## config.mk

```make
export PLATFORM = sky130hd
export DESIGN_NAME = keyboard_top
export DESIGN_NICKNAME = d
export VERILOG_FILES = /design/src/common/kbd_pkg.sv /design/src/ps2/ps2_rx.sv /design/src/ps2/scan_fifo.sv /design/src/key_decoder.sv /design/src/keyboard_top.sv
export SDC_FILE = /design/constraint.sdc
export NUM_CORES = 1
export LEC_CHECK = 0
export BUFFER_PORTS_ARGS = -buffer_cell sky130_fd_sc_hd__buf_2
export CAP_MARGIN = 20
export CORE_UTILIZATION = 55
export DETAILED_ROUTE_END_ITERATION = 16
export PLACE_DENSITY_LB_ADDON = 0.2
export REMOVE_ABC_BUFFERS = 1
export SLEW_MARGIN = 20
export SYNTH_ARGS = -nofsm -noshare
export SYNTH_HDL_FRONTEND = slang
export SYNTH_SLANG_ARGS = --single-unit
```

## constraint.sdc

```tcl
create_clock -name clk -period 3.2 [get_ports clk]
set_clock_uncertainty 0.2 [all_clocks]
set_input_delay 0.32 -clock clk [delete_from_list [all_inputs] [get_ports clk]]
set_output_delay 0.32 -clock clk [all_outputs]
set_load 0.02 [all_outputs]
```

## src/common/kbd_pkg.sv

```systemverilog
package kbd_pkg;

    typedef logic [7:0] scan_code_t;  // One raw byte from the keyboard

    // One key action as seen by the consumer
    typedef struct packed {
        scan_code_t scan;      // Scan code without prefixes
        logic [7:0] ascii;     // Zero when unmapped or extended
        logic       released;  // Came from an F0 break sequence
        logic       extended;  // E0 prefix preceded the code
    } key_event_t;

    typedef enum logic [1:0] {
        RX_IDLE,
        RX_DATA,
        RX_PARITY,
        RX_STOP
    } rx_state_e;

    typedef enum logic [1:0] {
        DEC_IDLE,
        DEC_EXT,
        DEC_BREAK,
        DEC_EXT_BREAK
    } dec_state_e;

    localparam scan_code_t BREAK_PREFIX = 8'hF0;
    localparam scan_code_t EXT_PREFIX   = 8'hE0;

    // Set-2 make codes to upper-case ASCII
    function automatic logic [7:0] scan_to_ascii(scan_code_t code);
        logic [7:0] ascii;
        case (code)
            8'h1C: ascii = 8'h41;  // A
            8'h32: ascii = 8'h42;  // B
            8'h21: ascii = 8'h43;  // C
            8'h23: ascii = 8'h44;  // D
            8'h24: ascii = 8'h45;  // E
            8'h2B: ascii = 8'h46;  // F
            8'h34: ascii = 8'h47;  // G
            8'h33: ascii = 8'h48;  // H
            8'h43: ascii = 8'h49;  // I
            8'h3B: ascii = 8'h4A;  // J
            8'h42: ascii = 8'h4B;  // K
            8'h4B: ascii = 8'h4C;  // L
            8'h3A: ascii = 8'h4D;  // M
            8'h31: ascii = 8'h4E;  // N
            8'h44: ascii = 8'h4F;  // O
            8'h4D: ascii = 8'h50;  // P
            8'h15: ascii = 8'h51;  // Q
            8'h2D: ascii = 8'h52;  // R
            8'h1B: ascii = 8'h53;  // S
            8'h2C: ascii = 8'h54;  // T
            8'h3C: ascii = 8'h55;  // U
            8'h2A: ascii = 8'h56;  // V
            8'h1D: ascii = 8'h57;  // W
            8'h22: ascii = 8'h58;  // X
            8'h35: ascii = 8'h59;  // Y
            8'h1A: ascii = 8'h5A;  // Z
            8'h45: ascii = 8'h30;  // 0
            8'h16: ascii = 8'h31;  // 1
            8'h1E: ascii = 8'h32;  // 2
            8'h26: ascii = 8'h33;  // 3
            8'h25: ascii = 8'h34;  // 4
            8'h2E: ascii = 8'h35;  // 5
            8'h36: ascii = 8'h36;  // 6
            8'h3D: ascii = 8'h37;  // 7
            8'h3E: ascii = 8'h38;  // 8
            8'h46: ascii = 8'h39;  // 9
            8'h29: ascii = 8'h20;  // Space
            8'h5A: ascii = 8'h0D;  // Enter
            default: ascii = 8'h00;
        endcase
        return ascii;
    endfunction

endpackage

```

## src/ps2/ps2_rx.sv

```systemverilog
`timescale 1ns/1ns

module ps2_rx (
    input  logic                clk,
    input  logic                rst,
    input  logic                ps2_clk,
    input  logic                ps2_data,
    output kbd_pkg::scan_code_t code,
    output logic                code_valid,
    output logic                frame_err
);

    logic [2:0]          clk_sync;   // Two sync flops plus edge register
    logic [1:0]          data_sync;
    logic                fall;
    logic                data_bit;
    kbd_pkg::rx_state_e  state;
    logic [2:0]          bit_cnt;
    kbd_pkg::scan_code_t shift;
    logic                start_bit;
    logic                parity_bit;
    logic                frame_ok;

    assign fall     = clk_sync[2] & ~clk_sync[1];  // Falling edge of PS/2 clock
    assign data_bit = data_sync[1];                 // Aligned with clk_sync[1]

    // Start low, stop high (current bit), odd parity over data and parity bit
    assign frame_ok = ~start_bit & data_bit & (^{shift, parity_bit});

    always_ff @(posedge clk) begin
        if (rst) begin
            clk_sync   <= '1;  // Lines idle high
            data_sync  <= '1;
            state      <= kbd_pkg::RX_IDLE;
            bit_cnt    <= '0;
            code_valid <= 1'b0;
            frame_err  <= 1'b0;
        end else begin
            clk_sync   <= {clk_sync[1:0], ps2_clk};
            data_sync  <= {data_sync[0], ps2_data};
            code_valid <= 1'b0;
            if (fall) begin
                case (state)
                    kbd_pkg::RX_IDLE: begin
                        bit_cnt <= '0;
                        state   <= kbd_pkg::RX_DATA;
                    end
                    kbd_pkg::RX_DATA: begin
                        bit_cnt <= bit_cnt + 3'd1;
                        if (bit_cnt == 3'd7)
                            state <= kbd_pkg::RX_PARITY;
                    end
                    kbd_pkg::RX_PARITY: begin
                        state <= kbd_pkg::RX_STOP;
                    end
                    kbd_pkg::RX_STOP: begin
                        state <= kbd_pkg::RX_IDLE;
                        if (frame_ok)
                            code_valid <= 1'b1;
                        else
                            frame_err <= 1'b1;  // Sticky until reset
                    end
                    default: state <= kbd_pkg::RX_IDLE;
                endcase
            end
        end
    end

    // Frame payload
    always_ff @(posedge clk) begin
        if (fall) begin
            case (state)
                kbd_pkg::RX_IDLE:   start_bit  <= data_bit;
                kbd_pkg::RX_DATA:   shift      <= {data_bit, shift[7:1]};  // LSB first
                kbd_pkg::RX_PARITY: parity_bit <= data_bit;
                kbd_pkg::RX_STOP: begin
                    if (frame_ok)
                        code <= shift;
                end
                default: ;
            endcase
        end
    end

endmodule

```

## src/ps2/scan_fifo.sv

```systemverilog
`timescale 1ns/1ns

module scan_fifo #(
    parameter int FIFO_DEPTH = 8
) (
    input  logic                clk,
    input  logic                rst,
    input  kbd_pkg::scan_code_t code,
    input  logic                code_valid,
    input  logic                pop,
    output kbd_pkg::scan_code_t head,
    output logic                not_empty,
    output logic                overflow
);

    localparam int AW = $clog2(FIFO_DEPTH);

    kbd_pkg::scan_code_t mem [FIFO_DEPTH];
    logic [AW:0]         wr_ptr;  // Extra bit tells full from empty
    logic [AW:0]         rd_ptr;
    logic                full;
    logic                do_push;
    logic                do_pop;

    assign not_empty = (wr_ptr != rd_ptr);
    assign full      = (wr_ptr[AW] != rd_ptr[AW]) && (wr_ptr[AW-1:0] == rd_ptr[AW-1:0]);
    assign do_pop    = pop && not_empty;
    assign do_push   = code_valid && (!full || do_pop);  // Pop frees a slot this cycle

    assign head = mem[rd_ptr[AW-1:0]];

    always_ff @(posedge clk) begin
        if (rst) begin
            wr_ptr   <= '0;
            rd_ptr   <= '0;
            overflow <= 1'b0;
        end else begin
            if (do_push)
                wr_ptr <= wr_ptr + 1'b1;
            if (do_pop)
                rd_ptr <= rd_ptr + 1'b1;
            if (code_valid && !do_push)
                overflow <= 1'b1;  // Byte dropped, sticky
        end
    end

    // Storage
    always_ff @(posedge clk) begin
        if (do_push)
            mem[wr_ptr[AW-1:0]] <= code;
    end

endmodule

```

## src/key_decoder.sv

```systemverilog
`timescale 1ns/1ns

module key_decoder #(
    parameter int CREDITS = 4
) (
    input  logic                clk,
    input  logic                rst,
    input  kbd_pkg::scan_code_t head,
    input  logic                not_empty,
    output logic                pop,
    output kbd_pkg::key_event_t evt,
    output logic                evt_valid,
    input  logic                evt_credit,
    output logic [7:0]          release_count
);

    localparam int CW = $clog2(CREDITS + 1);

    kbd_pkg::dec_state_e state;
    kbd_pkg::dec_state_e state_next;
    logic [CW-1:0]       credit_cnt;
    logic [CW-1:0]       credit_next;
    logic                is_ext_prefix;
    logic                is_break_prefix;
    logic                is_prefix;
    logic                tag_ext;
    logic                tag_rel;
    logic                emit;
    kbd_pkg::key_event_t evt_next;

    assign is_ext_prefix   = (head == kbd_pkg::EXT_PREFIX);
    assign is_break_prefix = (head == kbd_pkg::BREAK_PREFIX);
    assign is_prefix       = is_ext_prefix || is_break_prefix;

    assign tag_ext = (state == kbd_pkg::DEC_EXT) || (state == kbd_pkg::DEC_EXT_BREAK);
    assign tag_rel = (state == kbd_pkg::DEC_BREAK) || (state == kbd_pkg::DEC_EXT_BREAK);

    // An event already in evt holds one credit not yet taken from the count
    assign pop  = not_empty && (credit_cnt > CW'(evt_valid));
    assign emit = pop && !is_prefix;

    // Prefixes accumulate, any other byte closes the sequence
    always_comb begin
        state_next = kbd_pkg::DEC_IDLE;
        if (is_ext_prefix)
            state_next = tag_rel ? kbd_pkg::DEC_EXT_BREAK : kbd_pkg::DEC_EXT;
        else if (is_break_prefix)
            state_next = tag_ext ? kbd_pkg::DEC_EXT_BREAK : kbd_pkg::DEC_BREAK;
    end

    always_comb begin
        evt_next.scan     = head;
        evt_next.ascii    = tag_ext ? 8'h00 : kbd_pkg::scan_to_ascii(head);  // No map for E0 keys
        evt_next.released = tag_rel;
        evt_next.extended = tag_ext;
    end

    always_comb begin
        credit_next = credit_cnt;
        if (evt_valid && !evt_credit)
            credit_next = credit_cnt - 1'b1;
        else if (evt_credit && !evt_valid && credit_cnt != CW'(CREDITS))
            credit_next = credit_cnt + 1'b1;  // Saturate at CREDITS
    end

    always_ff @(posedge clk) begin
        if (rst) begin
            state         <= kbd_pkg::DEC_IDLE;
            credit_cnt    <= CW'(CREDITS);
            evt_valid     <= 1'b0;
            release_count <= 8'd0;
        end else begin
            credit_cnt <= credit_next;
            evt_valid  <= emit;
            if (pop)
                state <= state_next;  // Held while waiting for credits
            if (emit && tag_rel)
                release_count <= release_count + 8'd1;  // Wraps
        end
    end

    // Event payload
    always_ff @(posedge clk) begin
        if (emit)
            evt <= evt_next;
    end

endmodule

```

## src/keyboard_top.sv

```systemverilog
`timescale 1ns/1ns

module keyboard_top #(
    parameter int FIFO_DEPTH = 8,
    parameter int CREDITS    = 4
) (
    input  logic                clk,
    input  logic                rst,
    input  logic                ps2_clk,
    input  logic                ps2_data,
    output kbd_pkg::key_event_t evt,
    output logic                evt_valid,
    input  logic                evt_credit,
    output logic [7:0]          release_count,
    output logic                overflow,
    output logic                frame_err
);

    kbd_pkg::scan_code_t code;
    logic                code_valid;
    kbd_pkg::scan_code_t head;
    logic                not_empty;
    logic                pop;

    ps2_rx rx_i (
        .clk        (clk),
        .rst        (rst),
        .ps2_clk    (ps2_clk),
        .ps2_data   (ps2_data),
        .code       (code),
        .code_valid (code_valid),
        .frame_err  (frame_err)
    );

    scan_fifo #(
        .FIFO_DEPTH (FIFO_DEPTH)
    ) fifo_i (
        .clk        (clk),
        .rst        (rst),
        .code       (code),
        .code_valid (code_valid),
        .pop        (pop),
        .head       (head),
        .not_empty  (not_empty),
        .overflow   (overflow)
    );

    key_decoder #(
        .CREDITS (CREDITS)
    ) dec_i (
        .clk           (clk),
        .rst           (rst),
        .head          (head),
        .not_empty     (not_empty),
        .pop           (pop),
        .evt           (evt),
        .evt_valid     (evt_valid),
        .evt_credit    (evt_credit),
        .release_count (release_count)
    );

endmodule

```

# Word level (Yosys, flattened, before mapping)
# Memory sizes are Yosys's and may differ from the RTL's. A register that Yosys moved wholly into a read port is not among the register bits.
# Index checks and enable logic that the tools add are counted.
op_classes:
  n_addsub: 6
  multipliers: 0
  n_div: 0
  n_lt_le_gt_ge: 1
  eq_ne: 14
  shifts: 0
  mux: 14
  bitwise_logic: 8
  reduce_logical: 32
ops:
  columns: ["op", "n"]
  rows:
  - ["$eq A8 B8 Y1 const B", 2]
  - ["$mux W3", 4]
  - ["$logic_and A1 B1 Y1", 10]
  - ["$reduce_and A2 Y1", 5]
  - ["$reduce_xor A9 Y1", 1]
  - ["$add A4 B1 Y4 const B", 2]
  - ["$add A8 B1 Y8 const B", 1]
  - ["$eq A2 B2 Y1 const B", 4]
  - ["$mux W2", 4]
  - ["$pmux W2 S4", 1]
  - ["$add A3 B1 Y3 const B", 2]
  - ["$pmux W3 S2", 1]
  - ["$reduce_and A3 Y1", 2]
  - ["$logic_not A1 Y1", 5]
  - ["$not A1 Y1", 5]
  - ["$eq A2 B1 Y1 const B", 2]
  - ["$logic_or A1 B1 Y1", 4]
  - ["$mux W1", 4]
  - ["$ne A4 B4 Y1", 1]
  - ["$reduce_bool A2 Y1", 2]
  - ["$and A1 B1 Y1", 3]
  - ["$eq A3 B3 Y1", 1]
  - ["$eq A3 B3 Y1 const B", 1]
  - ["$gt A3 B1 Y1", 1]
  - ["other kinds (7)", 7]
word_totals:
  register_bits: 71
  latchBits: 0
  ramBits: 64
  romBits: 896
  word_cells: 98
  n_memories: 2
memory_table:
  columns: ["memory", "depth", "word_bits", "rd", "rd_ports_with_merged_regs", "write_ports", "line", "text"]
  rows:
  - ["(no name shown)", 128, 7, 1, 1, 0, "kbd_pkg.sv:33", "case (code)"]
  - ["fifo_i.mem", 8, 8, 1, 1, 1, "scan_fifo.sv:18", "kbd_pkg::scan_code_t mem [FIFO_DEPTH];"]

# Depth between registers and ports, before layout
depth:
  depth_word: 7
  ltp_mapped: 11
  depth_no_buf: 8

# By module
# Synthesis repeated with hierarchy kept, for this count alone.
hier_totals:
  cells_unflattened: 479
  area_unflattened_um2: 6273.5
by_module_without_submodules:
  columns: ["module", "n_inst", "cells_per_inst", "area_per_inst_um2", "seq_area_each_um2"]
  rows:
  - ["scan_fifo", 1, 183, 3096.7, 2162.1]
  - ["key_decoder", 1, 220, 2039.5, 790.8]
  - ["ps2_rx", 1, 76, 1137.3, 780.7]

# Worst setup path before layout
# Ideal clock, no wire load.
synth_timing:
  kind: "register to register"
  start: "reg (tool-made name)"
  end: "reg dec_i.evt[6] (netlist name)"
  setup_ns: 0.265
  t_arrival_ns: 2.766
  required_time_ns: 2.735
  path_slack_ns: -0.031
  path_stages_with_launch: 11
  path_buffers: 3
  period_less_slack_ns: 3.231
  path_cell_list: "dfxtp_1 -> buf_2 -> buf_4 -> mux4_2 -> mux2i_1 -> ha_1 -> clkbuf_1 -> o21ai_0 -> o21ai_0 -> a2111oi_0 -> o21ai_1"

==> results.txt <==
Max-cap violation count: 0. For the via count of the first global-routing pass, the log shows 3876. From bottom edge to top edge, the die measures 107.3 µm. After clock tree synthesis, the clock-pin slew on the worst setup and hold paths is 0.06 ns.

Counting flops with an async set or reset pin after synthesis yields a share of 0%. The static leakage was 0.002514 µW; the placed cell count was 637. For this run, the post-layout net count is 542. Along the worst path, the maximum fanout reaches 9. The tools report the count of unresolved DRC violations after routing as 0. The number of hold violations in the final report was 0; the maximum number of pins on one net before global-route repair was 37. The mean post-synth cell area is 13.10 µm², and the count of different cell masters after synthesis is 60. The run finished with clean final reports. The run gives 672 as the number of cells in the finished layout apart from fillers. The total power per unit cell area was 673.9 mW/mm². The area of the die is 0.01150 mm². Net switching is 27.52% of the power. After synthesis, the cell types taking the most area are edfxtp_1, dfxtp_1, mux4_2. The critical path goes through mux4_2 -> mux2i_1 -> buf_4 -> ha_1 -> o21ai_0 -> o21ai_0 -> a2111oi_0 -> o21ai_1. The initial utilization of the core area, before any placement, comes to 56.46%.

The CTS buffer count is 17. The required time of the critical path is 3.26 ns, and the count of flip-flops with a built-in enable after synthesis is 99. The run gives 325.4 MHz as the maximum clock frequency.

The count of buffer and inverter cells on the critical path was 1; the part of the Yosys area used for sequential elements was 61.27%. STA classifies the critical path endpoint as a register. On the critical path the largest part of the delay comes from compound AO/OA/AOI/OAI gates. The aggregate global-route resource usage is 23.40%, and the final period utilization is 96.03%. The final estimated routing congestion in global placement was 0.9043.

The maximum clock path buffer count came out at 2. By instance count, the cell type seen most on the critical path is o21ai_0. At the end of the flow the core is filled with cells to 66.17%.

Cells with a size suffix above 1 make up 24.44% of the layout. During placement, the flow inserted port buffers numbering 32. The estimated wirelength of the detail-placed design was 8185 µm; the horizontal extent of the die was 107.3 µm. Setup repair after global routing left no endpoint under its margin. The run gives 247 as the detailed router's first-iteration violation count. The number of warning messages in the yosys log was 0. The clock latency of the later-clocked register in the worst-skew pair was 0.52 ns; the final standard cell area without fillers was 0.007142 mm². The startpoint identified for the worst hold timing path is rst. Global routing finished with a remaining overflow of 0. TritonCTS built the clock tree.

The part of the power in registers was 42.2%. The count of final max-slew check failures is 0, and the number of clock sinks seen by CTS is 137. For the worst setup path, the data arrival time is 3.13 ns. After synthesis the cells add up to 0.006093 mm². The clock share of power came out at 40.1%.

Hold timing on the final database bottoms out at a slack of 0.09416 ns. The synthesized design contains 137 register bits. The logs give 57.41% for the tightest slew margin relative to the limit and 4 for the level count of the clock H-tree. Internal power comes to 3489 µW.

The run gives 0.006506 mm² as the instance area at placement. For the pin with the worst max-slew slack, the measured transition is 0.6366 ns. The first global-routing pass estimated 19730 µm of wire. The tools report the total vias in the final route as 3898.

In the synthesized netlist the dominant register cell turns out to be edfxtp_1. On the worst path, the slowest cell contributes a delay of 0.53 ns. The worst setup path is of the register to register kind. For this block, the routed nets add up to 12240 µm of wire. The average via count per standard cell is 5.801.

The area growth from synthesis to layout is 17.21%. The top-level I/O count was 34. IR analysis of the VDD net gives a maximum drop of 0.3907 mV. In the final routed layout, each cell accounts on average for 18.22 µm. Share of Yosys cell area claimed by the top area cell type: 48.79%. The kind of start point of the critical path was a register.

The worst hold path belongs to the class input port to register. For the part of the total power dissipated in combinational logic, the log shows 17.7%. After floorplanning, the core was sized to cover 0.01079 mm². The least setup slack across all paths after layout came out at 0.1271 ns. The number of antenna diodes in the final layout is 0.

Final setup violation count: 0. The pre-CTS setup slack was 0.08655 ns; the number of rows created at floorplan was 38. For this design, the slowest cell found on the critical path is mux4_2. The clock period could shrink to 3.073 ns. edfxtp_1 takes more of the synthesized area than any other cell. Synthesis produced a netlist whose cell count is 465. The number of iterations in the first detailed-routing pass was 7. Remaining antenna violation count: 0.

The tree is rooted in a clkbuf_8. The initial antenna violation count is 0, and the switching power summed over all nets is 1324 µW.
[worst paths after layout]
path	endpoint	slack, ns	depth (start not counted)
max reg2reg	dec_i.evt[6]	0.13	8
min reg2reg	rx_i.data_sync[1]	0.21	1
min	dec_i.release_count[1]	0.09	2
max	dec_i.evt[6]	0.13	8
[state kept, by name, indices dropped and copies added, names as in the netlist, 2 cells and up, named ones only]
register and cells:
fifo_i.mem 64, dec_i.evt 17, dec_i.release_count 8, rx_i.code 8, rx_i.shift 8, fifo_i.rd_ptr 4, fifo_i.wr_ptr 4, dec_i.credit_cnt 3
rx_i.bit_cnt 3, rx_i.clk_sync 3, dec_i.state 2, rx_i.data_sync 2, rx_i.state 2
[cell type report]
| cell class | instances | area, µm² |
|---|---|---|
| Multi-Input combinational cell | 285 | 2180 |
| Clock buffer | 18 | 417.9 |
| Sequential cell | 137 | 3735 |
| Clock inverter | 14 | 170.2 |
| Inverter | 17 | 66.31 |
| Fill cell | 798 | 3651 |
| Tap cell | 140 | 175.2 |
| Timing Repair Buffer | 61 | 397.9 |
[timing repair]
action	4_1_cts	5_1_grt
hold endpoints to repair	5	0
endpoints found under the setup margin	0	22
hold buffers	3	0
resized for setup	0	6
buffers inserted	0	0
[power by group through the flow]
| stage | combinational (µW) | clock, µW | sequential, µW |
|---|---|---|---|
| 2_1_floorplan | 479 | 0 | 2140 |
| 3_3_place_gp | 831 | 0 | 2060 |
| 3_5_place_dp | 823 | 0 | 2070 |
| 4_1_cts | 834 | 1970 | 2030 |
| 5_1_grt | 925 | 2030 | 2040 |
| 6_report | 852 | 1930 | 2030 |
[synth_stat cells (3+ instances only)]
| cell | instances |
|---|---|
| mux2i_1 | 11 |
| nand3_1 | 12 |
| inv_1 | 13 |
| mux2_2 | 3 |
| ha_1 | 17 |
| or3_1 | 6 |
| inv_2 | 3 |
| or2_2 | 6 |
| nand2b_1 | 5 |
| edfxtp_1 | 99 |
| xor2_1 | 10 |
| mux4_2 | 15 |
| and2_1 | 3 |
| a31oi_1 | 5 |
| xnor2_1 | 8 |
| a21oi_1 | 19 |
| nor2_1 | 44 |
| clkbuf_1 | 16 |
| mux2i_4 | 3 |
| buf_2 | 4 |
| nor3_1 | 14 |
| dfxtp_1 | 38 |
| a22oi_1 | 6 |
| a211oi_1 | 7 |
| buf_4 | 3 |
| o211ai_1 | 4 |
| o221ai_1 | 3 |
| o21ai_0 | 20 |
| nand2_1 | 30 |
[cells by family after synthesis]
family / count (synthesis) / synth area share [%]
DFF: 137 / 61.27
xor gates and xnor gates: 19 / 2.957
muxes: 33 / 9.446
and+or+nand+nor: 132 / 10.27
AOI/OAI and AO/OA: 82 / 8.953
adders and majority gates: 18 / 3.819
other: 1 / 0.06154
buffers and inverters: 43 / 3.224
[through the flow]
stage	setup TNS (ns)	power (µW)
after CTS	0	4831
after global placement	0	2896
after floorplan	-12.33	2615
after detailed placement	0	2890
final	0	4813
after global routing	0	4992
[layout by cell type (no fill, tap or decap), drive strengths merged, types with 5 or more instances in the layout]
| cell type | count |
|---|---|
| nor2 | 44 |
| xor2 | 10 |
| dfxtp | 38 |
| clkbuf | 18 |
| or2 | 6 |
| xnor2 | 8 |
| mux2i | 14 |
| nor3 | 14 |
| edfxtp | 99 |
| inv | 20 |
| a22oi | 6 |
| nand2 | 31 |
| o21ai | 22 |
| a21oi | 20 |
| a211oi | 7 |
| nand2b | 5 |
| a31oi | 5 |
| nand3 | 12 |
| or3 | 6 |
| ha | 17 |
| buf | 58 |
| mux4 | 16 |
[routing by layer]
layer,routed length (µm),global-route usage (%),up-vias,part of all wire [%]
met1,5077,29.79,1874,41
met5,0,0,-,0
met4,257,11.06,0,2.1
met2,6105,38.34,153,50
met3,801,5.024,24,6.5
li1,-,-,1847,-
Power figures use the tool's default switching activity.
